===== src/verilog/read_delay_timer.sv =====
// Down-counter used to stretch a delay-window read by a host-chosen
// number of cycles. Loaded once per read, holds at zero.
`timescale 1ns/100ps

module read_delay_timer (
  input  logic       CLK,
  input  logic       reset,
  input  logic       load,
  input  logic [7:0] value,
  output logic       expired
);

  logic [7:0] count;

  always_ff @(posedge CLK) begin
    if (reset)
      count <= '0;
    else if (load)
      count <= value;
    else if (count != '0)
      count <= count - 8'd1;  // hold at zero
  end

  assign expired = count == '0;

endmodule


===== config.mk =====
export PLATFORM = sky130hd
export DESIGN_NAME = read_delay_timer
export DESIGN_NICKNAME = d
export VERILOG_FILES = /design/src/verilog/read_delay_timer.sv
export SDC_FILE = /design/constraint.sdc
export NUM_CORES = 1
export LEC_CHECK = 0
export ABC_AREA = 1
export CORE_MARGIN = 4
export CORE_UTILIZATION = 35
export CTS_BUF_LIST = sky130_fd_sc_hd__clkbuf_4
export DETAILED_ROUTE_END_ITERATION = 16
export DONT_BUFFER_PORTS = 1
export SETUP_SLACK_MARGIN = 0.3
export SLEW_MARGIN = 20
export SYNTH_ARGS = -nofsm -noshare
export SYNTH_HDL_FRONTEND = slang
export SYNTH_SLANG_ARGS = --single-unit

===== constraint.sdc =====
create_clock -name CLK -period 1.32 [get_ports CLK]
set_input_delay 0.066 -clock CLK [delete_from_list [all_inputs] [get_ports CLK]]
set_output_delay 0.066 -clock CLK [all_outputs]
set_load 0.01 [all_outputs]

; ---- Word level (Yosys, flattened, before mapping)
; Cells that the tools add are included.
[totals]
mem_bits_ro = 0
elab_cells = 7
ramBits = 0
latchBits = 0
out_inout_bits = 1
mem_count = 0
regBits = 8
input_bits = 11
[classes]
bitwise_logic = 0
mux = 2
div = 0
multipliers = 0
reduce_logical = 3
eq_ne = 0
addsub = 1
n_shift = 0
n_lt_le_gt_ge = 0
[ops]
columns = op, count
row1 = 2-to-1 mux 8 bit, 2
row2 = zero test 8 bit, 1
row3 = nonzero test 8 bit, 1
row4 = subtractor 8 x 1 -> 8 bit (second input constant), 1
row5 = nonzero test 2 bit, 1

; ---- Logic depth before layout (Yosys ltp)
[depth]
depth_word = 3
mapped_depth = 8
mapped_depth_nobuf = 8

; ---- Least setup slack after synthesis
; OpenSTA, ideal clock, no wires.
[synth_path]
kind = register to register
from = register count[0]
to = register count[1]
setup_ps = 113
stages_incl_launch_ff = 8
synth_period_minus_slack_ps = 1236
t_arrival_ps = 1123
required_ps = 1207
slack_ps = 84
cell_sequence = dfxtp_1 inv_1 ha_1 nand2_2 nor2_8 nand2_2 o21ai_1 nor2_1
[synth_via]
elab_chain_len = 3
word_cells_on_any_way = 5
cone_classes = add/sub: 1 / mux: 2 / reduce/logical: 2
[synth_lines]
columns = element, line_no
row1 = from (decl), 13  ; logic [7:0] count;
row2 = from (signal assigned), 19  ; count <= value;
row3 = from (signal assigned), 21  ; count <= count - 8'd1;
row4 = subtractor 8 x 1 -> 8 bit, 21
row5 = 2-to-1 mux 8 bit, 20  ; else if (count != '0)
row6 = 2-to-1 mux 8 bit, 18  ; else if (load)
; Several ways; a longest one is shown, not always the timed one. The select of a mux whose other input is x is not followed.
; A chain may end at the register's enable or synchronous reset.

; ---- Worst setup path after layout
[layout_path]
from = register count[1]
to = register count[1]
; The elaborated chain is that of the path after synthesis.

==> run summary <==
Worst reg2reg path depth -> 7
Clock share of power -> 23.9%
Setup TNS -> 0 ps
Slew Viols, Final -> 0
Number of global-route vias before repair -> 451
Sequential share of the synthesized area -> 33.9%
Max FO, Critical Path -> 5
Sw Ratio -> 35.7%
Core Area -> 1190 um^2
Worst path arrival time -> 1300 ps
Clock buffer depth -> 2
Fmax -> 865 MHz
DRC viols -> 0
TritonCTS clock tree -> done
Worst R2R Setup Slack -> 160 ps
Post-synth top area share -> 33.9%
DR WL/cell -> 12.5 um
Area delta synth->final -> 40.5%
CP Cell Sequence -> inv_2 -> ha_4 -> nand2_4 -> nor2_8 -> nand2_4 -> o21ai_2 -> nor2_1
Synth area leaders -> dfxtp_1 (34%), nor2_1 (10%), nand2_1 (9.5%)
Inst Count DP -> 83
IO Port Bufs -> 0
Critical Path Stages -> 7
CTS Hold Bufs -> 5
Hold Path Depth -> 2
CP max-delay cell -> dfxtp_2
Setup Skew -> 2.45 ps
Syn. warnings -> 0
Violation count after the first detailed-route iteration -> 8
Psw -> 0.284 mW
Internal power -> 0.510 mW
First-pass GRT wire length -> 1970 um
Rel. slew slack -> 81.7%
Syn nets -> 82
Mean number of vias per cell -> 5.12
Worst Setup End Kind -> register
# diodes -> 0
Fin crit share -> 87.6%
Max Cap Viol -> 0
Initial core utilization -> 39.9%
FF+latch count, synth -> 8
Area leader, netlist -> dfxtp_1
Worst VDD drop -> 0.688 mV
Most flops, register -> count
Hold Path Class -> input pin to register
Antenna-violating nets left -> 0
Congestion Overflow GR -> 0
Final setup viols -> 0
Post-Syn Area -> 473 um^2
Die height -> 44.8 um
Sequential Power Share -> 38.5%
Period minus WS final -> 1160 ps
Initial antenna violation count -> 0
Routability Congestion -> 0.725
# clock sinks -> 8
Share of cells above drive strength 1 -> 39.5%
Vias -> 486
Rows -> 12
IO Pins -> 12
Nets -> 95
RSZ-0062 raised after global routing -> true
Worst EP required -> 1470 ps
Critical path buffer and inverter count -> 1
Comb power frac -> 37.6%
Status -> finished, final reports clean
Critical path class -> register to register
Largest net degree at the start of global routing -> 7
Global Route Usage Sum -> 14.0%
Startpoint types -> register
Total power -> 0.794 mW
Final WL -> 1190 um
Final Hold Fails -> 0
H-tree depth -> 1
Synth unique cells -> 19
Static leakage power -> 0.287 nW
Die area -> 2000 um^2
Hold_ws -> 12.4 ps
CTS root buf -> clkbuf_4
Worst-path clk slew -> 50 ps
Largest register FFs -> 8
Clk_lat worst skew -> 250 ps
Slowest Stage Delay on Critical Path -> 330 ps
Synthesized instance count -> 70
CP most frequent cell -> nand2_4
Final Non-Filler Cells -> 95
Critical path's top delay family -> simple AND/OR/NAND/NOR gates
Slew @ Worst Pin -> 274 ps
Post-detail-place hpwl -> 817 um
Power Dens Cells -> 1200 nW/um^2
Total CTS buffers -> 3
DR pass1 iterations -> 3
Syn Area/Cell -> 6.76 um^2
Die Wd -> 44.8 um
Top Registers -> count: 8 flops
-- routing by layer --
layer  GRT usage [%]  part of all wire [%]  up-vias
met5               0                     0        -
met1            18.8                    49      219
met4            5.42                   1.1        0
met2            19.2                    44       13
met3            6.37                   5.6        2
li1                -                     -      252
-- layout make-up --
cell class / count / area (um^2)
fillers: 123 / 522
flip-flops and latches: 8 / 164
clock buffers: 3 / 22.5
repair buffers: 9 / 80.1
multi-input cells: 54 / 354
well taps: 14 / 17.5
inverters: 7 / 26.3
-- power groups by stage --
| stage | combinational, mW | clock, mW | sequential [mW] |
|---|---|---|---|
| finish | 0.298 | 0.190 | 0.306 |
| global route | 0.330 | 0.210 | 0.311 |
| CTS | 0.281 | 0.200 | 0.298 |
| detailed placement | 0.231 | 0 | 0.302 |
| global placement | 0.226 | 0 | 0.303 |
| floorplan | 0.206 | 0 | 0.297 |
-- cell usage in the layout, fill, tap and decap left out, types with 2 or more instances in the layout --
cell type and count:
nand2_1 10, nor2_1 9, dfxtp_1 5, dlygate4sd3_1 5, inv_2 4, nor2_2 4
nor3_1 4, buf_4 4, inv_1 3, o21ai_0 3, a21oi_2 3, clkbuf_4 3
dfxtp_2 3, nor2_4 2, nand2_4 2, nand2_2 2, o21ai_1 2, nand3_1 2
nand3_2 2, xnor2_1 2
-- per-stage QoR --
step	worst slack, ps	cell area [um^2]	utilization, %
final	164	664	56.0
after global routing	96.3	664	56.0
after CTS	160	637	53.7
after detailed placement	137	515	43.5
after global placement	149	515	43.5
after floorplan	237	503	-
-- final timing paths --
| path | startpoint | end |
|---|---|---|
| worst max-delay path | count[1] | count[1] |
| worst min register to register | count[6] | count[6] |
| worst max register to register | count[1] | count[1] |
| worst min-delay path | value[6] | count[6] |
-- kinds of logic (layout without fill, tap and decap cells) --
family | count (synthesis) | count (layout) | share of synthesized area [%]
AND/OR/NAND/NOR | 39 | 39 | 39.2
AO/OA/AOI/OAI | 11 | 11 | 12.2
flip-flops | 8 | 8 | 33.9
buffers and inverters | 8 | 19 | 6.61
XOR/XNOR | 3 | 3 | 5.56
adder cells (fa/ha/maj) | 1 | 1 | 2.65
-- timing repair --
item,4_1_cts,5_1_grt
endpoints found under the setup margin,9,9
resized for setup,6,9
pin swaps,3,3
buffers inserted,4,0
hold endpoints to repair,5,1
-- synth_stat cells, drive strengths merged --
cell    count
nor2       16
nand2      14
dfxtp       8
inv         7
o21ai       6
a21oi       4
nand3       4
nor3        4
xnor2       2
buf         1
ha          1
nand4       1
o211ai      1
xor2        1
-- worst register-to-register path, delay by kind of cell, from the launching register on --
family	cells	cell delay, ps
AOI/OAI and AO/OA	1	130
adders and majority gates	1	150
buffers and inverters	1	60
DFF	1	330
and+or+nand+nor	4	380
Note: power is estimated with default switching activity, not from simulation.
