<file path="src/common/efpga_bus_pkg.sv">
// Widths and request/response structs for the host register bus and the
// shared memory (TCDM) port. Imported by every block that touches either bus.

package efpga_bus_pkg;

  localparam int ADDR_W      = 20;  // host address
  localparam int DATA_W      = 32;  // word width on both buses
  localparam int TCDM_ADDR_W = 20;  // byte address on the TCDM port

  typedef struct packed {
    logic                  req;
    logic                  wen;    // low means write
    logic [ADDR_W-1:0]     addr;
    logic [DATA_W-1:0]     wdata;
    logic [DATA_W/8-1:0]   be;
  } host_req_t;

  typedef struct packed {
    logic              gnt;    // one-cycle pulse
    logic              valid;  // one cycle after gnt
    logic [DATA_W-1:0] rdata;
  } host_rsp_t;

  typedef struct packed {
    logic                   req;
    logic                   wen;  // low means write
    logic [TCDM_ADDR_W-1:0] addr;
    logic [DATA_W-1:0]      wdata;
    logic [DATA_W/8-1:0]    be;
  } tcdm_req_t;

  typedef struct packed {
    logic              gnt;
    logic              valid;  // completes reads and writes alike
    logic [DATA_W-1:0] rdata;
  } tcdm_rsp_t;

endpackage
</file>
<file path="src/common/efpga_map_pkg.sv">
// Address map of the test fabric and the internal structs passed between
// the host bus FSM, the register block, the DMA channel and the operand RAM.

package efpga_map_pkg;

  import efpga_bus_pkg::*;

  // register offsets inside page 0
  localparam logic [11:0] OFS_DMA_CFG    = 12'h000;
  localparam logic [11:0] OFS_GPIO_OUT   = 12'h040;
  localparam logic [11:0] OFS_GPIO_OE    = 12'h050;
  localparam logic [11:0] OFS_GPIO_IN    = 12'h060;
  localparam logic [11:0] OFS_DMA_LAUNCH = 12'h200;
  localparam logic [11:0] OFS_DMA_STATUS = 12'h204;
  localparam logic [11:0] OFS_ID         = 12'h800;

  localparam logic [7:0]  REGION_RAM   = 8'h01;   // addr[19:12]
  localparam logic [11:0] REGION_DELAY = 12'h009; // addr[19:8]

  localparam logic [DATA_W-1:0] ID_VALUE = 32'hCA11EF3A;

  localparam int RAM_IDX_W = 10;  // word index into the operand RAM

  typedef struct packed {
    logic                   to_ram;     // set: TCDM read into RAM
    logic [2:0]             rsvd;
    logic [7:0]             count;      // words
    logic [TCDM_ADDR_W-1:0] tcdm_addr;
  } dma_cfg_t;

  typedef struct packed {
    logic                we;
    logic [11:0]         offset;
    logic [DATA_W-1:0]   wdata;
    logic [DATA_W/8-1:0] be;
  } reg_wr_t;

  typedef struct packed {
    logic                 we;
    logic [RAM_IDX_W-1:0] index;
    logic [DATA_W-1:0]    wdata;
  } ram_acc_t;

endpackage

</file>
<file path="src/verilog/host_bus_fsm.sv">
// Slave side of the host register bus. Detects a new request on the rising
// edge of req, steers writes to the register block or the operand RAM, and
// collects read data from registers, RAM or the delay window.
`timescale 1ns/100ps

module host_bus_fsm
  import efpga_bus_pkg::*;
  import efpga_map_pkg::*;
(
  input  logic              CLK,
  input  logic              reset,
  input  host_req_t         host_req,
  output host_rsp_t         host_rsp,
  output reg_wr_t           reg_wr,
  output logic [11:0]       rd_offset,
  input  logic [DATA_W-1:0] rd_data,
  output ram_acc_t          ram_host,
  input  logic [DATA_W-1:0] ram_host_rdata,
  output logic              delay_load,
  output logic [7:0]        delay_value,
  input  logic              delay_expired
);

  typedef enum logic [1:0] {IDLE, WRITE, READ, READ_WAIT} bus_state_e;

  bus_state_e        state;
  logic              req_q;  // for rising edge of req
  logic              gnt_q;
  logic              valid_q;
  logic [DATA_W-1:0] rdata_q;
  logic              is_ram;
  logic              is_delay;
  logic              is_reg;
  logic              start;

  assign is_ram   = host_req.addr[19:12] == REGION_RAM;
  assign is_delay = host_req.addr[19:8] == REGION_DELAY;
  assign is_reg   = (host_req.addr[19:12] == 8'h00) && !is_delay;
  assign start    = (state == IDLE) && host_req.req && !req_q && !gnt_q;

  // write steering, valid for the single WRITE cycle
  assign reg_wr.we     = (state == WRITE) && is_reg;
  assign reg_wr.offset = host_req.addr[11:0];
  assign reg_wr.wdata  = host_req.wdata;
  assign reg_wr.be     = host_req.be;

  assign ram_host.we    = (state == WRITE) && is_ram;
  assign ram_host.index = host_req.addr[11:2];  // word address
  assign ram_host.wdata = host_req.wdata;

  assign rd_offset   = host_req.addr[11:0];
  assign delay_load  = (state == READ) && is_delay;
  assign delay_value = host_req.addr[7:0];

  assign host_rsp.gnt   = gnt_q;
  assign host_rsp.valid = valid_q;
  assign host_rsp.rdata = rdata_q;

  always_ff @(posedge CLK) begin
    if (reset) begin
      state   <= IDLE;
      req_q   <= 1'b0;
      gnt_q   <= 1'b0;
      valid_q <= 1'b0;
      rdata_q <= '1;
    end else begin
      req_q <= host_req.req;
      case (state)
        IDLE: begin
          valid_q <= gnt_q;  // closes a read
          gnt_q   <= 1'b0;
          if (start) begin
            if (!host_req.wen) begin
              gnt_q <= 1'b1;
              state <= WRITE;
            end else begin
              state <= READ;
            end
          end
        end
        WRITE: begin
          valid_q <= gnt_q;
          gnt_q   <= 1'b0;
          state   <= IDLE;
        end
        READ: begin
          state <= READ_WAIT;
          if (is_delay)
            rdata_q <= {{(DATA_W-ADDR_W){1'b0}}, host_req.addr};
          else if (is_reg)
            rdata_q <= rd_data;
          else
            rdata_q <= '0;  // unmapped, ram overwrites below
        end
        READ_WAIT: begin
          if (is_ram)
            rdata_q <= ram_host_rdata;  // registered ram word
          if (!is_delay || delay_expired) begin
            gnt_q <= 1'b1;
            state <= IDLE;
          end
        end
        default: state <= IDLE;
      endcase
    end
  end

endmodule

</file>
<file path="config.mk">
export PLATFORM = sky130hd
export DESIGN_NAME = host_bus_fsm
export DESIGN_NICKNAME = d
export VERILOG_FILES = /design/src/common/efpga_bus_pkg.sv /design/src/common/efpga_map_pkg.sv /design/src/verilog/host_bus_fsm.sv
export SDC_FILE = /design/constraint.sdc
export NUM_CORES = 1
export LEC_CHECK = 0
export ABC_AREA = 1
export BUFFER_PORTS_ARGS = -buffer_cell sky130_fd_sc_hd__clkbuf_2
export CAP_MARGIN = 40
export CORE_AREA = 2 2 105 107
export DETAILED_ROUTE_END_ITERATION = 8
export DIE_AREA = 0 0 107 109
export PLACE_DENSITY = 0.66
export SLEW_MARGIN = 20
export SYNTH_ARGS = -nofsm -noshare
export SYNTH_HDL_FRONTEND = slang
export SYNTH_SLANG_ARGS = --single-unit
</file>
<file path="constraint.sdc">
create_clock -name CLK -period 1.25 [get_ports CLK]
set_input_delay 0 -clock CLK [delete_from_list [all_inputs] [get_ports CLK]]
set_output_delay 0 -clock CLK [all_outputs]
set_load 0.005 [all_outputs]
</file>
# Yosys cells after proc, flatten, opt, wreduce, memory -nomap -nowiden
# Index checks and enable logic that the tools add are counted.
# classes
eq_ne	8
n_mux	12
n_reduce_logical	19
# ops
operator	count
two-way mux 32 bit	3
case mux 32 bit (2 select lines)	1
equality test 12 x 4 -> 1 bit (second input constant)	1
equality test 8 x 1 -> 1 bit (second input constant)	1
logical NOT 8 bit	1
case mux 2 bit (4 select lines)	1
logical AND 1 bit	7
two-way mux 2 bit	3
inequality test 2 bit (second input constant)	3
AND reduction 2 bit	3
equality test 2 bit (second input constant)	2
logical NOT 1 bit	3
two-way mux 1 bit	3
case mux 1 bit (3 select lines)	1
nonzero test 3 bit	1
equality test 2 x 1 -> 1 bit (second input constant)	1
logical NOT 2 bit	1
nonzero test 2 bit	1
OR reduction 2 bit	1
logical OR 1 bit	1
# word_totals
register_bits	37
input_bits	125
output_inout_bits	147
wordCells	44

# Logic depth before layout (Yosys ltp)
# depth
depth_word	6
depth_mapped	9
depth_no_buf	8

# Worst setup path before layout
# OpenSTA, ideal clock, no wires.
# synth_timing
path_kind	reg2reg
startpoint	register state[1]
endpoint	register rdata_q[12]
setup_ps	113
arrival_time_ps	1045
t_required_ps	1137
setup_slack_ps	91
path_stages_with_launch	6
path_buffers	1
path_cell_list	dfxtp_1 > nand2_1 > buf_2 > or2_2 > nand3_1 > nand2_1
# synth_between
elab_chain_cells	3
word_cells_on_any_way	6
cone_classes	eq/ne (3); mux (1); reduce/logical (2)
# synth_rtl
item	line_no	source
from (decl)	host_bus_fsm.sv:26	bus_state_e state;
from (signal assigned)	host_bus_fsm.sv:61	state <= IDLE;
from (signal assigned)	host_bus_fsm.sv:75	state <= WRITE;
from (signal assigned)	host_bus_fsm.sv:77	state <= READ;
equality test 2 bit	host_bus_fsm.sv:68	case (state)
inequality test 2 bit (no line) or nonzero test 2 bit (tied branches)	n/a	
AND reduction 2 bit (no line)	n/a	
to (signal assigned)	host_bus_fsm.sv:89	rdata_q <= {{(DATA_W-ADDR_W){1'b0}}, host_req.addr};
to (signal assigned)	host_bus_fsm.sv:91	rdata_q <= rd_data;
to (signal assigned)	host_bus_fsm.sv:97	rdata_q <= ram_host_rdata;
to (decl)	host_bus_fsm.sv:30	logic [DATA_W-1:0] rdata_q;
# Several ways; a longest one is shown, not always the timed one.
# A chain may end at the register's enable or synchronous reset.

# Final worst setup path
# layout_timing
startpoint	register state[1]
endpoint	register rdata_q[7]
# The elaborated chain is that of the path after synthesis.

==> metrics.csv <==
stage;metric;value;unit
synth;ys_warn_count;0;
run_status;violations;setup timing;
synth;synth.yosys.seq_area_share;0.235;
setup_path;critPathArrivalTime;1440;ps
die;pin_count;272;
timing;hold_ws;0.00198;ps
global_route;first_global_vias;2929;
timing;slew_headroom;0.812;
global_route;track_usage;0.153;
detailed_routing;vias;3114;
die;core-area;0.0106;sq mm
place;dp_cells;697;
layout;stdcell_count;714;
cts;cts_sinks;37;
die;initial_utilization;0.297;
global_route;overflow;0;
cts;cts-root-buf;clkbuf_8;
setup_path;required;1440;ps
power;power_density;796;mW/mm^2
cts;cts_buffer_depth;2;
timing;fin_ws;-0.261;ps
die;fp.dieH;109;microns
cts;cts_tree;done;
global_route;grt_pass1_wl;14300;microns
power;cellLeakagePower;2.34;nW
power;finalPower;0.00304;W
detailed_routing;drt_iter0_drc;157;
detailed_routing;wl_per_cell;13.0;microns
die;die_x;107;microns
timing;post-route-min-period;1250;ps
cts;clk_pin_slew;80;ps
timing;finalHoldViolations;0;
timing;fmaxAchievable;800;MHz
synth;synth_area_leader_cell;buf_4;
setup_path;max_stage_delay;350;ps
cts;numCtsBuffers;5;
synth;synthDistinctLibCells;22;
timing;drv_slew;0;
place;place_congestion;0.767;
global_route;antenna_found_initial;0;
synth;syn_inst;505;
place;place_area;0.00342;sq mm
detailed_routing;antenna_left;0;
detailed_routing;drt_first_pass_iters;4;
layout;synthToLayoutAreaGrowth;21.4;%
worst_hold_path;hold_path_class;in2out;
synth;ys_seq_elements;37;
setup_path;path_cells;buf_6 -> buf_6 -> nand3_4 -> clkbuf_16 -> nand3_1 -> nand2_1 -> inv_1 -> nand2_1;
setup_path;slowest_stage;dfxtp_2;
synth;synth_nets;630;
synth;yosys-top-cells-area;buf_4 (27%), dfxtp_1 (24%), nand3_1 (16%);
place;io_buffers;167;
layout;final_area;0.00382;sq mm
setup_path;cp_top_family;buffers and inverters;
cts;h-tree-depth;2;
place;place_ws;-3.80;ps
synth;synth_top_area_frac;0.269;
cts;insertion_delay;280;ps
detailed_routing;via_per_inst;4.36;
layout;finalNetCount;698;
run_status;status;finished with violations;
layout;final_common_cell;clkbuf_2;
timing;setup_viol;1;
layout;final_cell_mix;clkbuf_2 (166), nand2_1 (110), nand3_1 (86);
setup_path;critPathBufInv;4;
setup_path;start_kind;register;
synth;syn_area;0.00315;sq mm
detailed_routing;totalWireLength;9300;microns
place;dp_hpwl;7010;microns
timing;fin_skew;10.1;ps
die;num_rows;38;
timing;rsz0062_at_grt;true;
layout;drive_gt1_frac;0.429;
timing;period_share;1.00;
layout;n_fill_cell;1193;
detailed_routing;drc_errors;0;
setup_path;endpoint_kind;register;
layout;diodes;0;
timing;tightest_slew;281;ps
die;dieArea;0.0117;sq mm
global_route;grt_max_degree;25;
synth;syn_area_per_cell;6.23;sq um
setup_path;critPathMaxFanout;12;
setup_path;worst-setup-path-type;reg2reg;
run;timing.max_cap.violations;0;
power;peakVddDrop;0.611;mV
==> worst reg2reg max path: cells and delay by family (launching register included) <==
family / cells / cell delay, ps
flip-flops: 1 / 350
AND/OR/NAND/NOR: 4 / 310
buffers and inverters: 4 / 510
==> registers in the layout (all words and copies together), names as in the netlist <==
name and count:
gnt_q 1, rdata_q 32, req_q 1, state 2
valid_q 1
==> metrics by stage <==
stage | setup TNS, ps | util
floorplan | 0 | -
global placement | 0 | 0.323
detailed placement | -3.80 | 0.323
CTS | -51.4 | 0.340
global route | -1980 | 0.360
finish | -0.261 | 0.360
==> layout make-up <==
class / count / area [sq um] / area share
Clock inverter: 1 / 5.00 / 0.00131
Multi-Input combinational cell: 272 / 1330 / 0.348
Tap cell: 140 / 175 / 0.0458
Inverter: 57 / 219 / 0.0573
Clock buffer: 7 / 96.3 / 0.0252
Sequential cell: 37 / 743 / 0.194
Timing Repair Buffer: 200 / 1250 / 0.327
==> Yosys cell counts (all sizes together) <==
| master | count |
|---|---|
| a21oi | 4 |
| dfxtp | 37 |
| clkbuf | 8 |
| or2 | 10 |
| nand3 | 101 |
| o21ai | 14 |
| nand2 | 114 |
| clkinv | 1 |
| nand4 | 2 |
| inv | 56 |
| nor4 | 1 |
| nor2 | 24 |
| nor3 | 2 |
| buf | 131 |
==> power by group <==
group | total, W | internal [W] | switching, W
logic | 0.000789 | 0.000401 | 0.000389
registers | 0.00133 | 0.00127 | 0.0000591
clock network | 0.000922 | 0.000499 | 0.000423
total | 0.00304 | 0.00217 | 0.000870
==> metal layers <==
layer,GRT usage,part of all wire,vias up
li1,-,-,1593
met1,0.170,0.40,1345
met2,0.287,0.50,143
met3,0.0389,0.078,33
met4,0.0464,0.025,0
met5,0,0,-
==> logic make-up (layout without fill, tap and decap cells) <==
logic type | after synthesis | count (layout) | synth area share
buffers and inverters | 196 | 265 | 0.377
AND/OR/NAND/NOR | 254 | 254 | 0.359
flip-flops | 37 | 37 | 0.235
AO/OA/AOI/OAI | 18 | 18 | 0.0286
==> path summary, 6_finish.rpt <==
check	end	slack (ps)	depth (start not counted)	startpoint
min reg2reg	rdata_q[26]$_SDFFE_PP1P_	500	2	rdata_q[26]$_SDFFE_PP1P_
max reg2reg	rdata_q[7]$_SDFFE_PP1P_	-0.3	8	state[1]$_SDFFE_PP0P_
min	reg_wr[2]	0.002	0	host_req[2]
max	rdata_q[7]$_SDFFE_PP1P_	-0.3	8	state[1]$_SDFFE_PP0P_
==> repair_timing <==
action	CTS	global route
gates resized for setup	5	38
endpoints found under the hold margin	3	0
gates cloned	1	3
hold buffers	2	0
setup endpoints to repair	3	37
buffers inserted	2	1
pin swaps	1	4
Note: power is estimated with default switching activity, not from simulation.
