File: src/common/efpga_bus_pkg.sv
// Widths and request/response structs for the host register bus and the
// shared memory (TCDM) port. Imported by every block that touches either bus.

package efpga_bus_pkg;

  localparam int ADDR_W      = 20;  // host address
  localparam int DATA_W      = 32;  // word width on both buses
  localparam int TCDM_ADDR_W = 20;  // byte address on the TCDM port

  typedef struct packed {
    logic                  req;
    logic                  wen;    // low means write
    logic [ADDR_W-1:0]     addr;
    logic [DATA_W-1:0]     wdata;
    logic [DATA_W/8-1:0]   be;
  } host_req_t;

  typedef struct packed {
    logic              gnt;    // one-cycle pulse
    logic              valid;  // one cycle after gnt
    logic [DATA_W-1:0] rdata;
  } host_rsp_t;

  typedef struct packed {
    logic                   req;
    logic                   wen;  // low means write
    logic [TCDM_ADDR_W-1:0] addr;
    logic [DATA_W-1:0]      wdata;
    logic [DATA_W/8-1:0]    be;
  } tcdm_req_t;

  typedef struct packed {
    logic              gnt;
    logic              valid;  // completes reads and writes alike
    logic [DATA_W-1:0] rdata;
  } tcdm_rsp_t;

endpackage
File: src/common/efpga_map_pkg.sv
// Address map of the test fabric and the internal structs passed between
// the host bus FSM, the register block, the DMA channel and the operand RAM.

package efpga_map_pkg;

  import efpga_bus_pkg::*;

  // register offsets inside page 0
  localparam logic [11:0] OFS_DMA_CFG    = 12'h000;
  localparam logic [11:0] OFS_GPIO_OUT   = 12'h040;
  localparam logic [11:0] OFS_GPIO_OE    = 12'h050;
  localparam logic [11:0] OFS_GPIO_IN    = 12'h060;
  localparam logic [11:0] OFS_DMA_LAUNCH = 12'h200;
  localparam logic [11:0] OFS_DMA_STATUS = 12'h204;
  localparam logic [11:0] OFS_ID         = 12'h800;

  localparam logic [7:0]  REGION_RAM   = 8'h01;   // addr[19:12]
  localparam logic [11:0] REGION_DELAY = 12'h009; // addr[19:8]

  localparam logic [DATA_W-1:0] ID_VALUE = 32'hCA11EF3A;

  localparam int RAM_IDX_W = 10;  // word index into the operand RAM

  typedef struct packed {
    logic                   to_ram;     // set: TCDM read into RAM
    logic [2:0]             rsvd;
    logic [7:0]             count;      // words
    logic [TCDM_ADDR_W-1:0] tcdm_addr;
  } dma_cfg_t;

  typedef struct packed {
    logic                we;
    logic [11:0]         offset;
    logic [DATA_W-1:0]   wdata;
    logic [DATA_W/8-1:0] be;
  } reg_wr_t;

  typedef struct packed {
    logic                 we;
    logic [RAM_IDX_W-1:0] index;
    logic [DATA_W-1:0]    wdata;
  } ram_acc_t;

endpackage

File: src/dma/dma_channel.sv
// Burst DMA between the operand RAM and the TCDM port. A launch latches the
// configuration and moves count words, one TCDM access outstanding at a time.
// Into RAM: TCDM read, then RAM write on valid. Out of RAM: RAM fetch first,
// then a TCDM write of the fetched word.
`timescale 1ns/100ps

module dma_channel
  import efpga_bus_pkg::*;
  import efpga_map_pkg::*;
#(
  parameter int RAM_DEPTH = 256
) (
  input  logic              CLK,
  input  logic              reset,
  input  dma_cfg_t          cfg,
  input  logic              launch,
  output logic              busy,
  output tcdm_req_t         tcdm_req,
  input  tcdm_rsp_t         tcdm_rsp,
  output ram_acc_t          ram_acc,
  input  logic [DATA_W-1:0] ram_rdata
);

  // a burst never runs past the end of the RAM
  localparam logic [7:0] MAX_WORDS = (RAM_DEPTH < 255) ? 8'(RAM_DEPTH) : 8'd255;

  typedef enum logic [1:0] {S_IDLE, S_FETCH, S_REQ, S_WAIT} dma_state_e;

  dma_state_e             state;
  logic                   to_ram_q;
  logic [7:0]             words_q;
  logic [7:0]             idx_q;   // word within the burst
  logic [TCDM_ADDR_W-1:0] addr_q;

  assign busy = state != S_IDLE;

  assign tcdm_req.req   = state == S_REQ;
  assign tcdm_req.wen   = to_ram_q;   // read when filling the ram
  assign tcdm_req.addr  = addr_q;
  assign tcdm_req.wdata = ram_rdata;  // index held since fetch
  assign tcdm_req.be    = '1;

  assign ram_acc.we    = (state == S_WAIT) && to_ram_q && tcdm_rsp.valid;
  assign ram_acc.index = RAM_IDX_W'(idx_q);
  assign ram_acc.wdata = tcdm_rsp.rdata;

  always_ff @(posedge CLK) begin
    if (reset) begin
      state    <= S_IDLE;
      to_ram_q <= 1'b0;
      words_q  <= '0;
      idx_q    <= '0;
      addr_q   <= '0;
    end else begin
      case (state)
        S_IDLE: begin
          if (launch && cfg.count != '0) begin  // zero count does nothing
            to_ram_q <= cfg.to_ram;
            words_q  <= (cfg.count > MAX_WORDS) ? MAX_WORDS : cfg.count;
            idx_q    <= '0;
            addr_q   <= cfg.tcdm_addr;
            state    <= cfg.to_ram ? S_REQ : S_FETCH;
          end
        end
        S_FETCH: state <= S_REQ;  // ram word ready next cycle
        S_REQ: begin
          if (tcdm_rsp.gnt)
            state <= S_WAIT;
        end
        S_WAIT: begin
          if (tcdm_rsp.valid) begin
            idx_q  <= idx_q + 8'd1;
            addr_q <= addr_q + TCDM_ADDR_W'(4);
            if (idx_q + 8'd1 == words_q)
              state <= S_IDLE;
            else
              state <= to_ram_q ? S_REQ : S_FETCH;
          end
        end
        default: state <= S_IDLE;
      endcase
    end
  end

endmodule

File: config.mk
export PLATFORM = sky130hd
export DESIGN_NAME = dma_channel
export DESIGN_NICKNAME = d
export VERILOG_FILES = /design/src/common/efpga_bus_pkg.sv /design/src/common/efpga_map_pkg.sv /design/src/dma/dma_channel.sv
export SDC_FILE = /design/constraint.sdc
export NUM_CORES = 1
export LEC_CHECK = 0
export ABC_AREA = 0
export BUFFER_PORTS_ARGS = -buffer_cell sky130_fd_sc_hd__buf_4
export CORE_MARGIN = 10
export CORE_UTILIZATION = 40
export CTS_BUF_LIST = sky130_fd_sc_hd__clkbuf_16
export DETAILED_ROUTE_END_ITERATION = 10
export PLACE_DENSITY = 0.8
export SYNTH_ARGS = -nofsm -noshare
export SYNTH_HDL_FRONTEND = slang
export SYNTH_SLANG_ARGS = --single-unit
File: constraint.sdc
create_clock -name CLK -period 3.6 [get_ports CLK]
set_input_delay 0.72 -clock CLK [delete_from_list [all_inputs] [get_ports CLK]]
set_output_delay 0.72 -clock CLK [all_outputs]
set_load 0.005 [all_outputs]
# ---- Word-level counts from Yosys, hierarchy flattened
# Cells that the tools add are included.
dict set report word_totals {
  out_inout_bits 102
  ff_bits 39
  input_bits 101
}
dict set report classes {
  n_lt_le_gt_ge 1
  n_reduce_logical 10
  muxes 14
  add_sub_neg 2
  n_eq_ne 7
}
# operator n
set ops {}
lappend ops {{2-to-1 mux 20 bit} 2}
lappend ops {{case mux 20 bit (2 select lines)} 1}
lappend ops {{2-to-1 mux 8 bit} 3}
lappend ops {{adder 20 x 3 -> 20 bit (second input constant)} 1}
lappend ops {{case mux 8 bit (2 select lines)} 1}
lappend ops {{2-to-1 mux 2 bit} 6}
lappend ops {{adder 8 x 1 -> 8 bit (second input constant)} 1}
lappend ops {{== test 8 bit} 1}
lappend ops {{greater-than comparator 8 bit (second input constant)} 1}
lappend ops {{case mux 2 bit (4 select lines)} 1}
lappend ops {{nonzero test 8 bit} 1}
lappend ops {{AND reduction 3 bit} 2}
lappend ops {{== test 2 bit (second input constant)} 2}
lappend ops {{!= test 2 bit (second input constant)} 2}
lappend ops {{nonzero test 2 bit} 2}
lappend ops {{logical AND 1 bit} 3}
lappend ops {{== test 2 x 1 -> 1 bit (second input constant)} 1}
lappend ops {{zero test 2 bit} 1}
lappend ops {{!= test 2 x 1 -> 1 bit (second input constant)} 1}
lappend ops {{AND reduction 2 bit} 1}

# ---- Depth between registers and ports, before layout
dict set report depth {
  depth_word 5
  mapped_depth 8
}

# ---- Worst setup path before layout
# No wires, ideal clock.
dict set report synth_timing {
  kind {input-to-reg}
  start {input port cfg[23] in the netlist's numbering}
  end {register addr_q[6]}
  path_stages 7
  slack_ns 1.353
  path_buffers 2
  setup_time_ns 0.115
  t_arrival_ns 2.132
  cell_sequence {or4_4 -> o21a_1 -> a21oi_2 -> buf_6 -> buf_6 -> nor2_1 -> o21a_1}
}
dict set report synth_between {
  elab_chain_cells 4
}
# element line
set synth_lines {}
lappend synth_lines {{start, declared} dma_channel.sv:15} ;# input dma_cfg_t cfg,
lappend synth_lines {{nonzero test 8 bit} dma_channel.sv:57} ;# if (launch && cfg.count != '0) begin
lappend synth_lines {{logical AND 1 bit} dma_channel.sv:57}
lappend synth_lines {{!= test 2 bit (no source line)} n/a}
lappend synth_lines {{AND reduction 3 bit (no source line)} n/a}
lappend synth_lines {{end signal, assigned} dma_channel.sv:61} ;# addr_q <= cfg.tcdm_addr;
lappend synth_lines {{end signal, assigned} dma_channel.sv:73} ;# addr_q <= addr_q + TCDM_ADDR_W'(4);
lappend synth_lines {{end, declared} dma_channel.sv:33} ;# logic [TCDM_ADDR_W-1:0] addr_q;
# Every way passes these cells.
# A chain may end at the register's enable or synchronous reset.

# ---- Worst setup path in the final report
dict set report layout_timing {
  start {input port cfg[23] in the netlist's numbering}
  end {register addr_q[11]}
}
# Same word-level chain as after synthesis.

==> impl_metrics.env <==
export IMPL_setup_viol=0
export IMPL_synthTopCellsByArea="dfxtp_1 (29%), buf_4 (19%), a21oi_1 (7.0%)"
export IMPL_ctsHoldBuffers=0
export IMPL_slew_viol_final=0
export IMPL_cts_setup_buffers=0
export IMPL_finalSetupTns_ns=0
export IMPL_antenna_left=0
export IMPL_critPathMaxFanout=25
export IMPL_dp_slack_ns=0.873
export IMPL_clockBufferDepth=2
export IMPL_yosysWarnings=0
export IMPL_startpoint_type="input pin"
export IMPL_hp_start="words_q[4]"
export IMPL_grt_first_pass_wirelength_um=11600
export IMPL_track_usage_pct=13.4
export IMPL_die_height_um=103
export IMPL_async_reset_ff_share_pct=0
export IMPL_slew_headroom_pct=42.4
export IMPL_max_freq_mhz=409
export IMPL_place_gp_congestion=0.853
export IMPL_worstMarginPinSlew_ns=0.861
export IMPL_rows=30
export IMPL_reg2reg_depth=5
export IMPL_outcome="finished clean"
export IMPL_dieArea_um2=10500
export IMPL_layout_commonest_cell="buf_4"
export IMPL_grt_max_degree=39
export IMPL_fin_skew_ns=0.00616
export IMPL_power_leakage_uw=0.00114
export IMPL_synthFlopType="dfxtp_1"
export IMPL_yosysUniqueCellTypes=50
export IMPL_drtIter0Drc=144
export IMPL_power_frac_comb_pct=21.3
export IMPL_hp_class="register to register"
export IMPL_antenna_found_initial=0
export IMPL_wirelength_um=7260
export IMPL_r2r_setup_slack_ns=1.20
export IMPL_critPathKind="input pin to register"
export IMPL_syn_inst=359
export IMPL_ys_seq_area_share_pct=28.5
export IMPL_nNetsFinal=452
export IMPL_max_cap_viol_count=0
export IMPL_final_area_um2=2920
export IMPL_internal_power_uw=931
export IMPL_ir_worst_vdd_v=0.000278
export IMPL_viasPerCell=5.65
export IMPL_pin_count=203
export IMPL_start_util_pct=40.7
export IMPL_clk_pin_slew_ns=0.06
export IMPL_synth_edf_count=0
export IMPL_core_area_um2=6720
export IMPL_first_global_vias=2432
export IMPL_areaGrowthSynthToFinish_pct=6.54
export IMPL_drc_errors=0
export IMPL_power_density_nw_per_um2=445
export IMPL_dpl_hpwl_um=5500
export IMPL_hold_end="words_q[4]"
export IMPL_cp_end_kind="register"
export IMPL_ys_ff_latch=39
export IMPL_fin_crit_sh_pct=67.9
export IMPL_fillers=664
export IMPL_dpl_cell_area_um2=2750
export IMPL_clockPowerShare_pct=38.9
export IMPL_hold_viol=0
export IMPL_power_frac_seq_pct=39.7
export IMPL_p_switching_uw=365
export IMPL_io_buffers=65
export IMPL_power_uw=1300
export IMPL_numCtsBuffers=5
export IMPL_drive_gt1_share_pct=24.9
export IMPL_clock_latency_ns=0.28
export IMPL_wire_per_inst_um=16.9
export IMPL_postCtsResizedCells=0
export IMPL_die_w_um=103
export IMPL_synth_top_area_share_pct=28.5
export IMPL_switching_share_pct=28.1
export IMPL_gr_total_overflow=0
export IMPL_root_buffer="clkbuf_16"
export IMPL_vias=2428
export IMPL_cts_tree="yes"
export IMPL_holdPathStages=2
export IMPL_r2r_start="state[1]"
export IMPL_worstReg2RegEnd="addr_q[4]"
export IMPL_rsz0062_at_grt="false"
export IMPL_diodes=0
export IMPL_synth_avg_cell_area_um2=7.62
export IMPL_cp_arrival_ns=2.56
export IMPL_clkSinkCount=39
export IMPL_post_route_util_pct=43.4
export IMPL_synth_largest_area_cell="dfxtp_1"
export IMPL_synth_area_um2=2740
export IMPL_htreeDepth=2
export IMPL_crit_required_ns=3.72
export IMPL_fin_ws_ns=1.15
export IMPL_final_cell_mix="buf_4 (69), dfxtp_1 (39), a21oi_1 (38)"
export IMPL_fin_crit_ns=2.45
export IMPL_first_pass_iters=4
-- per-stage QoR --
| stage | hold WS, ns | instances |
|---|---|---|
| floorplan | 0.448 | 363 |
| global route | 0.496 | 430 |
| finish | 0.473 | 430 |
| CTS | 0.475 | 430 |
| global placement | 0.460 | 422 |
| detailed placement | 0.466 | 422 |
-- per-layer routing --
metal  vias to the layer above  global-route usage, %  part of all wire (%)
met3                        28                   5.76                    11
met2                       120                   22.7                    47
li1                       1167                      -                     -
met5                         -                      0                     0
met1                      1113                   14.1                    39
met4                         0                   6.29                   3.0
-- worst max path at each step --
stage,startpoint,cells past startpoint,slack [ns],end
final,cfg[23],6,1.15,addr_q[11]
after global routing,state[0],5,0.89,addr_q[4]
after CTS,cfg[23],6,1.18,addr_q[8]
after detailed placement,cfg[23],6,0.87,addr_q[8]
after global placement,cfg[23],6,0.92,addr_q[10]
after floorplan,cfg[23],7,1.35,addr_q[6]
-- area by class of cell --
| class | instances | area [µm²] | area share (%) |
|---|---|---|---|
| clock inverter | 3 | 43.8 | 1.50 |
| tap | 80 | 100 | 3.43 |
| multi-input combinational | 230 | 1330 | 45.7 |
| sequential | 39 | 781 | 26.8 |
| timing repair buffer | 69 | 518 | 17.8 |
| clock buffer | 5 | 125 | 4.29 |
| inverter | 4 | 15.0 | 0.515 |
-- worst max-delay path: stages --
cell and delay, ns:
buf_4 0.11, or4_4 0.54, o211ai_2 0.23, nand2_1 0.55, a21oi_1 0.34, a211oi_1 0.07
-- sequential cells by signal, summed over array words and instances, names as in the netlist --
register  count
addr_q       20
words_q       8
idx_q         8
to_ram_q      1
state         2
-- logic make-up after synthesis --
kind of cell | Yosys count | share of synthesized area, %
buffers and inverters | 94 | 23.3
flip-flops | 39 | 28.5
XOR/XNOR | 11 | 3.52
other | 2 | 0.274
AND/OR/NAND/NOR | 111 | 19.7
multiplexers | 3 | 1.10
adder cells (fa/ha/maj) | 2 | 0.914
AO/OA/AOI/OAI | 97 | 22.6
-- power groups by stage --
stage	clock network, µW	registers, µW	logic, µW
after global placement	0	521	271
after floorplan	0	515	234
after detailed placement	0	524	278
after CTS	517	514	279
final	504	515	277
after global routing	542	522	310
-- cell usage after synthesis, types with 3 or more instances --
library cell,instances
a211oi_1,8
a21oi_1,38
a311oi_1,3
a31oi_1,6
and2_1,3
buf_2,3
buf_4,71
clkbuf_1,13
dfxtp_1,39
inv_1,4
mux2i_1,3
nand2_1,33
nand3_1,18
nand4_1,4
nor2_1,26
nor2b_1,3
nor3_1,6
o21ai_0,16
o21ai_1,4
o22ai_1,3
or3_1,5
xnor2_1,9
(Power assumes the default switching activity.)
