[config.mk]
export PLATFORM = sky130hd
export DESIGN_NAME = ctrl_regs
export DESIGN_NICKNAME = d
export VERILOG_FILES = /design/src/common/efpga_bus_pkg.sv /design/src/common/efpga_map_pkg.sv /design/src/verilog/ctrl_regs.sv
export SDC_FILE = /design/constraint.sdc
export NUM_CORES = 1
export LEC_CHECK = 0
export ABC_AREA = 1
export BUFFER_PORTS_ARGS = -buffer_cell sky130_fd_sc_hd__buf_2
export CORE_MARGIN = 1
export CORE_UTILIZATION = 38
export DETAILED_ROUTE_END_ITERATION = 16
export PLACE_DENSITY_LB_ADDON = 0.15
export SYNTH_ARGS = -nofsm -noshare
export SYNTH_HDL_FRONTEND = slang
export SYNTH_SLANG_ARGS = --single-unit
[constraint.sdc]
create_clock -name CLK -period 2.1 [get_ports CLK]
set_input_delay 0.42 -clock CLK [delete_from_list [all_inputs] [get_ports CLK]]
set_output_delay 0.42 -clock CLK [all_outputs]
set_load 0.05 [all_outputs]
[src/common/efpga_bus_pkg.sv]
// Widths and request/response structs for the host register bus and the
// shared memory (TCDM) port. Imported by every block that touches either bus.

package efpga_bus_pkg;

  localparam int ADDR_W      = 20;  // host address
  localparam int DATA_W      = 32;  // word width on both buses
  localparam int TCDM_ADDR_W = 20;  // byte address on the TCDM port

  typedef struct packed {
    logic                  req;
    logic                  wen;    // low means write
    logic [ADDR_W-1:0]     addr;
    logic [DATA_W-1:0]     wdata;
    logic [DATA_W/8-1:0]   be;
  } host_req_t;

  typedef struct packed {
    logic              gnt;    // one-cycle pulse
    logic              valid;  // one cycle after gnt
    logic [DATA_W-1:0] rdata;
  } host_rsp_t;

  typedef struct packed {
    logic                   req;
    logic                   wen;  // low means write
    logic [TCDM_ADDR_W-1:0] addr;
    logic [DATA_W-1:0]      wdata;
    logic [DATA_W/8-1:0]    be;
  } tcdm_req_t;

  typedef struct packed {
    logic              gnt;
    logic              valid;  // completes reads and writes alike
    logic [DATA_W-1:0] rdata;
  } tcdm_rsp_t;

endpackage
[src/common/efpga_map_pkg.sv]
// Address map of the test fabric and the internal structs passed between
// the host bus FSM, the register block, the DMA channel and the operand RAM.

package efpga_map_pkg;

  import efpga_bus_pkg::*;

  // register offsets inside page 0
  localparam logic [11:0] OFS_DMA_CFG    = 12'h000;
  localparam logic [11:0] OFS_GPIO_OUT   = 12'h040;
  localparam logic [11:0] OFS_GPIO_OE    = 12'h050;
  localparam logic [11:0] OFS_GPIO_IN    = 12'h060;
  localparam logic [11:0] OFS_DMA_LAUNCH = 12'h200;
  localparam logic [11:0] OFS_DMA_STATUS = 12'h204;
  localparam logic [11:0] OFS_ID         = 12'h800;

  localparam logic [7:0]  REGION_RAM   = 8'h01;   // addr[19:12]
  localparam logic [11:0] REGION_DELAY = 12'h009; // addr[19:8]

  localparam logic [DATA_W-1:0] ID_VALUE = 32'hCA11EF3A;

  localparam int RAM_IDX_W = 10;  // word index into the operand RAM

  typedef struct packed {
    logic                   to_ram;     // set: TCDM read into RAM
    logic [2:0]             rsvd;
    logic [7:0]             count;      // words
    logic [TCDM_ADDR_W-1:0] tcdm_addr;
  } dma_cfg_t;

  typedef struct packed {
    logic                we;
    logic [11:0]         offset;
    logic [DATA_W-1:0]   wdata;
    logic [DATA_W/8-1:0] be;
  } reg_wr_t;

  typedef struct packed {
    logic                 we;
    logic [RAM_IDX_W-1:0] index;
    logic [DATA_W-1:0]    wdata;
  } ram_acc_t;

endpackage

[src/verilog/ctrl_regs.sv]
// Control and status registers of the fabric: DMA configuration, GPIO out
// and output enable, the DMA launch strobe and the register read mux.
// Writes arrive from the host bus FSM with byte enables.
`timescale 1ns/100ps

module ctrl_regs
  import efpga_bus_pkg::*;
  import efpga_map_pkg::*;
(
  input  logic              CLK,
  input  logic              reset,
  input  reg_wr_t           reg_wr,
  input  logic [11:0]       rd_offset,
  output logic [DATA_W-1:0] rd_data,
  input  logic [DATA_W-1:0] gpio_in,
  output logic [DATA_W-1:0] gpio_out,
  output logic [DATA_W-1:0] gpio_oe,
  output dma_cfg_t          dma_cfg,
  output logic              dma_launch,
  input  logic              dma_busy
);

  // merge the enabled bytes of a write into the old value
  function automatic logic [DATA_W-1:0] merge_be(
    input logic [DATA_W-1:0]   old_val,
    input logic [DATA_W-1:0]   new_val,
    input logic [DATA_W/8-1:0] be
  );
    logic [DATA_W-1:0] res;
    res = old_val;
    for (int b = 0; b < DATA_W/8; b++) begin
      if (be[b])
        res[8*b +: 8] = new_val[8*b +: 8];
    end
    return res;
  endfunction

  always_ff @(posedge CLK) begin
    if (reset) begin
      dma_cfg    <= '0;
      gpio_out   <= '0;
      gpio_oe    <= '0;  // pins start as inputs
      dma_launch <= 1'b0;
    end else begin
      dma_launch <= reg_wr.we && (reg_wr.offset == OFS_DMA_LAUNCH);
      if (reg_wr.we) begin
        case (reg_wr.offset)
          OFS_DMA_CFG:  dma_cfg  <= dma_cfg_t'(merge_be(dma_cfg, reg_wr.wdata, reg_wr.be));
          OFS_GPIO_OUT: gpio_out <= merge_be(gpio_out, reg_wr.wdata, reg_wr.be);
          OFS_GPIO_OE:  gpio_oe  <= merge_be(gpio_oe, reg_wr.wdata, reg_wr.be);
          default: ;
        endcase
      end
    end
  end

  always_comb begin
    case (rd_offset)
      OFS_DMA_CFG:    rd_data = dma_cfg;
      OFS_GPIO_OUT:   rd_data = gpio_out;
      OFS_GPIO_OE:    rd_data = gpio_oe;
      OFS_GPIO_IN:    rd_data = gpio_in;
      OFS_DMA_STATUS: rd_data = {{(DATA_W-1){1'b0}}, dma_busy};
      OFS_ID:         rd_data = ID_VALUE;
      default:        rd_data = '0;
    endcase
  end

endmodule

# Yosys cells after proc, flatten, opt, wreduce, memory -nomap -nowiden

Index checks and enable logic that the tools add are counted.
W data, S select, Z words.

Bits in registers: 97
Input port bits: 96
Output and inout bits: 129
Logic and storage cells: 40

Eq/ne operators: 8
Muxes and demuxes: 1
Reductions and logical operators: 15

Operators with widths:

| operator               | number |
|---|---|
| $pmux W32 S6           | 1 |
| $eq A12 B7 Y1 const B  | 5 |
| $reduce_and A3 Y1      | 12 |
| $eq A12 B10 Y1 const B | 2 |
| $logic_not A12 Y1      | 2 |
| $eq A12 B12 Y1 const B | 1 |
| $logic_and A1 B1 Y1    | 1 |

# Logic depth before layout (Yosys ltp)

Gate-level depths: netlist (run 1).

Depth after elaboration: 2
Mapped depth: 9
Mapped depth without buffers: 7

# Least setup slack after synthesis (run 1)

OpenSTA, ideal clock, no wires.

Kind: input -> output
Start: input rd_offset[5]
End: output rd_data[17]
Arrival time: 1661 ps
Required time: 1680 ps
Path slack: 19 ps
Stages: 7
Path buffers: 2
Path through: nor2_1 > nand2_1 > inv_1 > buf_2 > buf_1 > nand3_1 > nand4_1

Cells in the longest elaborated chain, start to end: 2
Elaborated cells between the ends (all ways): 7
Classes of those cells: 5 x eq/ne; 1 x mux; 1 x reduce/logical

RTL lines:

| element                                      | RTL line        | text |
|---|---|---|
| from (decl)                                  | ctrl_regs.sv:13 | `input logic [11:0] rd_offset,` |
| $eq A12 B12 Y1, or another cell as far along | ctrl_regs.sv:58 | `case (rd_offset)` |
| $pmux W32 S6 *                               | ctrl_regs.sv:58 |  |
| to (decl)                                    | ctrl_regs.sv:14 | `output logic [DATA_W-1:0] rd_data,` |

Mark *: on every way between the ends. The rest lies on a longest branch, timed or not.

# Worst setup path in the final report (run 1)

Start: input rd_offset[11]
End: output rd_data[21]

Same word-level chain as after synthesis.

==> results of run 1 <==
-- sequential cells by signal, indices dropped and copies added (netlist names) --
signal,count
dma_launch,1
gpio_oe,32
gpio_out,32
dma_cfg,32
-- placed cells by master (no fill, tap or decap), drive strengths merged --
| cell | instances |
|---|---|
| nand2 | 267 |
| buf | 254 |
| nor2 | 246 |
| inv | 140 |
| nand3 | 125 |
| dfxtp | 97 |
| clkbuf | 17 |
| nand4 | 14 |
| nor3 | 4 |
| clkinv | 2 |
| or2 | 2 |
| nand3b | 1 |
| clkinvlp | 1 |
| bufinv | 1 |
-- cell families after synthesis --
logic type / after synthesis
simple gates: 659
buf+inv: 186
flops: 97
-- stage by stage --
| stage | TNS (ps) | worst slack, ps | instance area (um2) |
|---|---|---|---|
| 2_1_floorplan | 0 | 18.9 | 5650 |
| 3_3_place_gp | -1280 | -84.4 | 7030 |
| 3_5_place_dp | -1730 | -94.6 | 7030 |
| 4_1_cts | -61.4 | -17.3 | 7540 |
| 5_1_grt | -735 | -56.3 | 7920 |
| 6_report | 0 | 5.24 | 7920 |
-- worst max-delay path, delay by kind of cell --
family	cells	cell delay (ps)
simple gates	5	480
buf+inv	5	750
-- power by group --
group | internal (uW) | total, uW | switching (uW)
registers | 1840 | 1840 | 0.163
clock network | 966 | 1710 | 747
logic | 116 | 276 | 159
total | 2920 | 3830 | 906
-- timing repair --
action	in CTS	in global routing
resized for setup	54	58
pin swaps	6	11
gates cloned	1	4
endpoints found under the setup margin	31	31
setup buffers	1	4
-- metal layers --
layer | track usage | part of all wire
met5 | 0 | 0
met4 | 0.0737 | 0.010
met3 | 0.0375 | 0.058
met2 | 0.358 | 0.46
met1 | 0.313 | 0.47
-- cell type report --
class                           count  area (um2)
Fill cell                        1508        6620
Inverter                          139         522
Multi-Input combinational cell    659        3010
Timing Repair Buffer              260        1910
Clock buffer                       11         243
Clock inverter                      5        63.8
Tap cell                          184         230
Sequential cell                    97        1940
-- how the worst min path moves through the flow --
stage                               end  slack [ps]
2_1_floorplan   dma_cfg[0]$_SDFFE_PP0P_         550
3_3_place_gp    dma_cfg[3]$_SDFFE_PP0P_         510
3_5_place_dp    dma_cfg[3]$_SDFFE_PP0P_         510
4_1_cts           dma_launch$_SDFF_PP0_         310
5_1_grt        dma_cfg[14]$_SDFFE_PP0P_         320
6_report        gpio_oe[1]$_SDFFE_PP0P_         330
==> impl_metrics.ini, run 1 <==
[synth]
seq_area_frac_synth = 0.344
yosysMostFrequentCell = nand2_1
synth_top_area_frac = 0.344
synth_common_cells = nand2_1, nor2_1, inv_1
syn-num-nets = 1038
yosysTopAreaCell = dfxtp_1
synth-simple-area-share = 0.506
ys_async_sr_fraction = 0
synth_edf_count = 0
synthTopCellsByArea = dfxtp_1, nand2_1, nor2_1, nand3_1, inv_1
synth_ff_type = dfxtp_1
synthMuxAreaShare = 0
synth-seq-cells = 97
ys_warn_count = 0
avgSynthCellArea_um2 = 6.00
synthXorXnorAreaFrac = 0
syn_inst = 942
synthAdderAreaFrac = 0
synth_compound_area_frac = 0
ys_types = 21
synth_top_family_by_area = simple AND/OR/NAND/NOR gates
netlist_area_um2 = 5650

[power_and_ir_drop]
ir_worst_vdd_mv = 0.335
power.density_nw_per_um2 = 483
finalPower_uw = 3830
leakage_uw = 0.00454

[sta]
min_period_over_period = 0.998
period_minus_slack_ps = 2090
tightest_slew_ps = 430
setup_viol = 0
max_clock_freq_mhz = 477
slew_viol_final = 0
slew_headroom = 0.713
grt_setup_unrepaired = true
fin_skew_ps = 0
timing.hold.ws_ps = 325
hold_viol = 0

[cts]
clock_path_buffers = 2
htreeDepth = 3
cts_tree = done
cts.sinks = 97
clk_latency_ps = 340
numCtsBuffers = 9
hold_buffers = 0
cts_root_buf = clkbuf_16
clk_pin_slew_ps = 70

[die]
die_x_um = 124
die_area_um2 = 15400
floorplan.initialDensity = 0.389
row_count = 44
ios = 225
die_height_um = 124
core_um2 = 14500

[critical_path]
cp.required_ps = 1680
max_stage_delay_ps = 170
crit_fanout = 11
startpoint = rd_offset[11]
cp_slowest_cell = buf_6
critPathKind = in2out
critPathCaptureType = output port
cp-start-kind = input port
crit_path_end = rd_data[21]
reg2reg_depth = 4
r2r_start = dma_cfg[29]$_SDFFE_PP0P_
arrival_ps = 1670
worstReg2RegEnd = dma_cfg[29]$_SDFFE_PP0P_
r2r_setup_slack_ps = 1370
path_cells = buf_6, nor2_4, nand2_2, nor2_4, buf_12, buf_16, clkbuf_16, nand3_1, nand4_1, buf_6

[final_layout]
diodes = 0
syn_to_final_growth_pct = 40.0
fin_util = 0.545
drive_gt1_frac = 0.278
fin_cells = 1355
fin_nets = 1262

[routing]
via_count = 6140
drtIter0Drc = 427
drc_errors = 0
first_pass_iters = 6
avgViaCountPerCell = 4.53
routed_wirelength_um = 18000
wl_per_cell_um = 13.3
ant_nets = 0

[global_routing]
grt_max_degree = 98
grt-ovfl-total = 0
grt_pass1_vias = 5201
grt_pass1_wl_um = 26500
antenna_found_initial = 0
track_usage = 0.227

[place]
dp_cells = 1329
dp_hpwl_um = 12400
portBuffers = 224
gp_congestion = 0.840

[job]
maxCapViolations = 0

[status]
status = finished, final reports clean

[min_path]
hold_class = in2reg
min_path_cells = 3
worstHoldStart = reg_wr[5]
Power figures use the tool's default switching activity.
==> run 2: changes to the inputs <==
ABC_AREA = default   (was 1)
SLEW_MARGIN = 15   (was default)
==> run 2 against run 1 <==
  * The flow now finishes with violations (negative setup slack)
  * Power is 1.7% higher
  * Die area is 8.1% lower
  * Core utilization is 5.0 points higher
  * Clock-buffer cell count stayed put
  * Sequential power hardly changed
==> impl_metrics.ini, run 2 <==
[status]
status = complete, but fails checks
violations = negative setup slack

[sta]
grt_setup_unrepaired = true
period_minus_slack_ps = 2180
hold_viol = 0
timing.final.ws_setup_ps = -80.6
min_period_over_period = 1.04
slew_viol_final = 0
fin_setup_tns_ps = -667
fin_skew_ps = 0
max_clock_freq_mhz = 459
setup_viol = 22
timing.hold.ws_ps = 392
slew_headroom = 0.674
tightest_slew_ps = 488

[power_and_ir_drop]
leakage_uw = 0.00373
p_seq_frac = 0.472
ir_worst_vdd_mv = 0.412
p_int_uw = 3010
clkPwrFrac = 0.419
switching_share = 0.228
finalPower_uw = 3890
power_frac_comb = 0.108
switching_power_uw = 887
power.density_nw_per_um2 = 492

[synth]
synth_ff_type = dfxtp_1
ys_async_sr_fraction = 0
syn-num-nets = 616
yosysMostFrequentCell = nand2b_1
synthAdderAreaFrac = 0
synthMuxAreaShare = 0.255
synth_top_family_by_area = simple AND/OR/NAND/NOR gates
synth_edf_count = 0
synthXorXnorAreaFrac = 0
ys_types = 32
synth_compound_area_frac = 0.0763
yosysTopAreaCell = dfxtp_1
synthTopCellsByArea = dfxtp_1, mux2i_1, nand2b_1, mux2_2, a222oi_1
seq_area_frac_synth = 0.375
ys_warn_count = 0
synth-seq-cells = 97
synth-simple-area-share = 0.259
avgSynthCellArea_um2 = 9.97
synth_common_cells = nand2b_1, dfxtp_1, mux2i_1
syn_inst = 520
synth_top_area_frac = 0.375
netlist_area_um2 = 5180

[min_path]
hold_class = in2reg

[cts]
cts_tree = done
clk_latency_ps = 330
clock_path_buffers = 2
numCtsBuffers = 9
cts.sinks = 97
hold_buffers = 0
cts_root_buf = clkbuf_16
htreeDepth = 3
clk_pin_slew_ps = 70

[critical_path]
crit_fanout = 7
startpoint = rd_offset[4]
arrival_ps = 1760
reg2reg_depth = 2
critPathCaptureType = output port
cp.required_ps = 1680
r2r_start = dma_cfg[29]$_SDFFE_PP0P_
r2r_setup_slack_ps = 1420
worstReg2RegEnd = dma_cfg[29]$_SDFFE_PP0P_
cp-start-kind = input port
critPathKind = in2out
crit_path_end = rd_data[17]

[routing]
drtIter0Drc = 210
ant_nets = 0
via_count = 5002
drc_errors = 0
routed_wirelength_um = 17300
avgViaCountPerCell = 5.25
first_pass_iters = 5
wl_per_cell_um = 18.2

[die]
die_x_um = 119
die_height_um = 119
ios = 225
die_area_um2 = 14100
core_um2 = 13300
floorplan.initialDensity = 0.390
row_count = 42

[job]
maxCapViolations = 0

[final_layout]
diodes = 0
final_cell_mix = buf_2, nand2b_1, dfxtp_1
drive_gt1_frac = 0.485
reg.largest.list = dma_cfg (32), gpio_oe (32), gpio_out (32)
syn_to_final_growth_pct = 52.6
design_area_um2 = 7910
fin_nets = 867
mostFrequentLayoutCell = buf_2
fin_cells = 952

[global_routing]
grt-ovfl-total = 0
grt_pass1_wl_um = 26700
grt_pass1_vias = 5037
track_usage = 0.243
antenna_found_initial = 0
grt_max_degree = 69

[place]
dp_hpwl_um = 12400
placed_area_um2 = 7180
dp_cells = 926
gp_congestion = 0.831
portBuffers = 224
run 2: cell types whose count changed after synthesis, sizes merged, moves of 18 or more:
cell	previous run	this run
nor2	246	34
mux2i	0	96
a22oi	0	18
clkbuf	9	36
nand2b	0	129
inv	139	0
nand3	125	0
buf	38	5
mux2	0	32
nand2	267	1
run 2: timing repair:
item	in CTS	in global routing
setup endpoints to repair	32	32
pin swaps	10	7
cloned	3	0
resized for setup	80	14
hold endpoints to repair	0	0
buffers inserted	2	5
run 2: area by class of cell:
type / instances / area [um2]
Sequential cell: 97 / 1940
Timing Repair Buffer: 281 / 1990
Clock inverter: 5 / 55.1
Tap cell: 176 / 220
Multi-Input combinational cell: 382 / 3460
Clock buffer: 11 / 243
Fill cell: 1128 / 5380
run 2: worst max-delay path, cell delays in order:
cell      delay, ps
buf_12          130
buf_12          150
buf_4           110
mux2_2          310
a222oi_1        270
buf_4           170
nor2_4           30
buf_6           150
run 2: cell families (layout without fill, tap and decap cells):
logic type / after synthesis / after routing
buffers and inverters: 41 / 297
muxes: 128 / 128
AOI/OAI and AO/OA: 51 / 51
and+or+nand+nor: 203 / 203
DFF: 97 / 97
run 2: through the flow:
| step | setup WS, ps | util |
|---|---|---|
| after detailed placement | -175 | 0.540 |
| after global routing | -110 | 0.595 |
| after global placement | -138 | 0.540 |
| after CTS | -71.1 | 0.587 |
| final | -80.6 | 0.595 |
| after floorplan | -365 | - |
run 2: per-layer routing:
layer / track usage / wire (um)
met5: 0 / 0
met4: 0.0854 / 230
met3: 0.0378 / 1120
met2: 0.418 / 8650
met1: 0.306 / 7320
run 2: how the worst min path moves through the flow:
stage	startpoint	slack (ps)	endpoint	cells past startpoint
after CTS	reg_wr[30]	380	dma_cfg[26]$_SDFFE_PP0P_	3
after global routing	reg_wr[48]	400	dma_launch$_SDFF_PP0_	2
final	reg_wr[30]	390	dma_cfg[26]$_SDFFE_PP0P_	3
after detailed placement	gpio_oe[28]$_SDFFE_PP0P_	480	gpio_oe[28]$_SDFFE_PP0P_	2
after global placement	gpio_oe[16]$_SDFFE_PP0P_	470	gpio_oe[16]$_SDFFE_PP0P_	2
after floorplan	reg_wr[48]	590	dma_launch$_SDFF_PP0_	1
run 2: power groups by stage:
stage	Clock [uW]	Sequential (uW)	Combinational [uW]
2_1_floorplan	0	1880	194
3_3_place_gp	0	1880	370
3_5_place_dp	0	1880	379
4_1_cts	1680	1840	412
5_1_grt	1760	1840	450
6_report	1630	1840	422
==> run 3: changes to the inputs <==
--- a/config.mk
+++ b/config.mk
@@ -12,2 +12,3 @@
 export PLACE_DENSITY_LB_ADDON = 0.15
+export RECOVER_POWER = 25
 export SLEW_MARGIN = 15
--- a/constraint.sdc
+++ b/constraint.sdc
@@ -3,2 +3,2 @@
 set_output_delay 0.42 -clock CLK [all_outputs]
-set_load 0.05 [all_outputs]
+set_load 0.1 [all_outputs]
==> run 3 against run 2 <==
  * The run still ends with negative setup slack left
  * Routed wire length increased by 4.3%
  * Register-to-register slack hardly changed
  * Clock-buffer cell count grew 2
  * Critical endpoint is now rd_data[26]
  * Largest cell class unchanged
==> impl_metrics.ini, run 3 (same netlist as run 2, synthesis figures left out) <==
[status]
status = complete, but fails checks
violations = negative setup slack

[min_path]
hold_class = in2reg
hold_path_end = gpio_oe[3]$_SDFFE_PP0P_
worstHoldStart = reg_wr[7]
min_path_cells = 3

[power_and_ir_drop]
leakage_uw = 0.00382
clkPwrFrac = 0.430
power.density_nw_per_um2 = 478
switching_share = 0.220
ir_worst_vdd_mv = 0.315
power_frac_comb = 0.108
p_seq_frac = 0.462
p_int_uw = 3100
switching_power_uw = 875

[cts]
htreeDepth = 3
cts_tree = done
clk_pin_slew_ps = 70
numCtsBuffers = 9
cts.sinks = 97
clk_latency_ps = 330
clock_path_buffers = 2
cts_root_buf = clkbuf_16

[final_layout]
drive_gt1_frac = 0.506
fin_cells = 956
fin_nets = 872
fin_util = 0.625
diodes = 0
reg.largest.list = dma_cfg (32), gpio_oe (32), gpio_out (32)
mostFrequentLayoutCell = buf_2
final_cell_mix = buf_2, nand2b_1, mux2i_1
multi_input_area_um2 = 3490
regArea_um2 = 1950
syn_to_final_growth_pct = 60.3
nFillCells = 1099

[routing]
ant_nets = 0
routed_wirelength_um = 18100
wl_met3_um = 1120
drtIter0Drc = 304
avgViaCountPerCell = 5.33
first_pass_iters = 5
met2RoutedLength_um = 8840
drc_errors = 0
via_count = 5100
wl_per_cell_um = 18.9
dr.max_layer_used = met4
met1Wirelength_um = 7750

[sta]
grt_setup_unrepaired = true
timing.final.ws_setup_ps = -102
slew_viol_final = 0
period_minus_slack_ps = 2200
setup_viol = 32
hold_viol = 0
fin_skew_ps = 0
tightest_slew_ps = 1150
fin_setup_tns_ps = -2120
timing.hold.ws_ps = 398
slew_headroom = 0.231
min_period_over_period = 1.05
max_clock_freq_mhz = 454

[global_routing]
grt_max_degree = 65
grt_pass1_vias = 5150
track_usage = 0.250
grt_pass1_wl_um = 27500
grt-ovfl-total = 0
antenna_found_initial = 0

[critical_path]
arrival_ps = 1780
worstReg2RegEnd = dma_cfg[0]$_SDFFE_PP0P_
cp.required_ps = 1680
critPathKind = in2out
cp-start-kind = input port
crit_fanout = 8
critPathCaptureType = output port
r2r_start = dma_cfg[0]$_SDFFE_PP0P_
r2r_setup_slack_ps = 1420
reg2reg_depth = 2

[die]
ios = 225
row_count = 42
die_x_um = 119
core_um2 = 13300
floorplan.initialDensity = 0.390
die_height_um = 119
die_area_um2 = 14100

[place]
portBuffers = 224
dp_cells = 930
dp_hpwl_um = 12800
gp_congestion = 0.810

[job]
maxCapViolations = 0
## run 3: changes by cell type in the layout (fill, tap and decap cells not counted), moves of 5 or more
cell and delta:
mux2_2 +5, mux2_4 -5, clkbuf_2 +17, a22oi_1 -7
dfxtp_2 +10, buf_6 -32, dfxtp_1 -10, a22oi_2 +7
buf_2 -17, buf_12 +31
## run 3: what timing repair did
action / 4_1_cts / 5_1_grt
gates cloned: 2 / 4
buffers inserted: 4 / 5
hold endpoints to repair: 0 / 0
hold buffers: 0 / 0
endpoints found under the setup margin: 32 / 32
gates resized for setup: 26 / 9
pin swaps: 10 / 20
## run 3: worst max-delay path by stage
stage / cells past startpoint / endpoint / startpoint
3_5_place_dp: 7 / rd_data[26] / rd_offset[4]
3_3_place_gp: 7 / rd_data[26] / rd_offset[4]
2_1_floorplan: 4 / rd_data[1] / rd_offset[4]
6_report: 8 / rd_data[26] / rd_offset[4]
5_1_grt: 8 / rd_data[26] / rd_offset[4]
4_1_cts: 7 / rd_data[26] / rd_offset[4]
## run 3: stage by stage
| stage | power, uW | area [um2] | worst slack (ps) |
|---|---|---|---|
| after floorplan | 2080 | 5620 | -690 |
| after global placement | 2250 | 7700 | -170 |
| after detailed placement | 2260 | 7700 | -202 |
| after CTS | 3990 | 8200 | -86.6 |
| after global routing | 4110 | 8310 | -172 |
| final | 3980 | 8310 | -102 |
## run 3: layer usage
| layer | GRT usage | vias to the layer above |
|---|---|---|
| li1 | - | 2396 |
| met5 | 0 | - |
| met1 | 0.313 | 2467 |
| met2 | 0.426 | 213 |
| met4 | 0.0949 | 0 |
| met3 | 0.0431 | 24 |
## run 3: area by class of cell
| type | count | share of cell area |
|---|---|---|
| clock buffers | 13 | 0.0337 |
| clock inverters | 2 | 0.00421 |
| multi-input cells | 382 | 0.420 |
| flip-flops and latches | 97 | 0.235 |
| well taps | 176 | 0.0265 |
| repair buffers | 286 | 0.280 |
## run 3: critical path: stages
cell	delay (ps)
buf_12	130
nor4bb_4	300
buf_6	190
buf_12	150
a222oi_1	110
buf_4	160
nor2_4	120
buf_12	180
## run 3: power by group through the flow
stage	sequential (uW)	combinational (uW)	clock [uW]
6_report	1840	428	1710
3_5_place_dp	1880	380	0
5_1_grt	1840	455	1820
4_1_cts	1840	413	1740
3_3_place_gp	1880	368	0
2_1_floorplan	1880	198	0
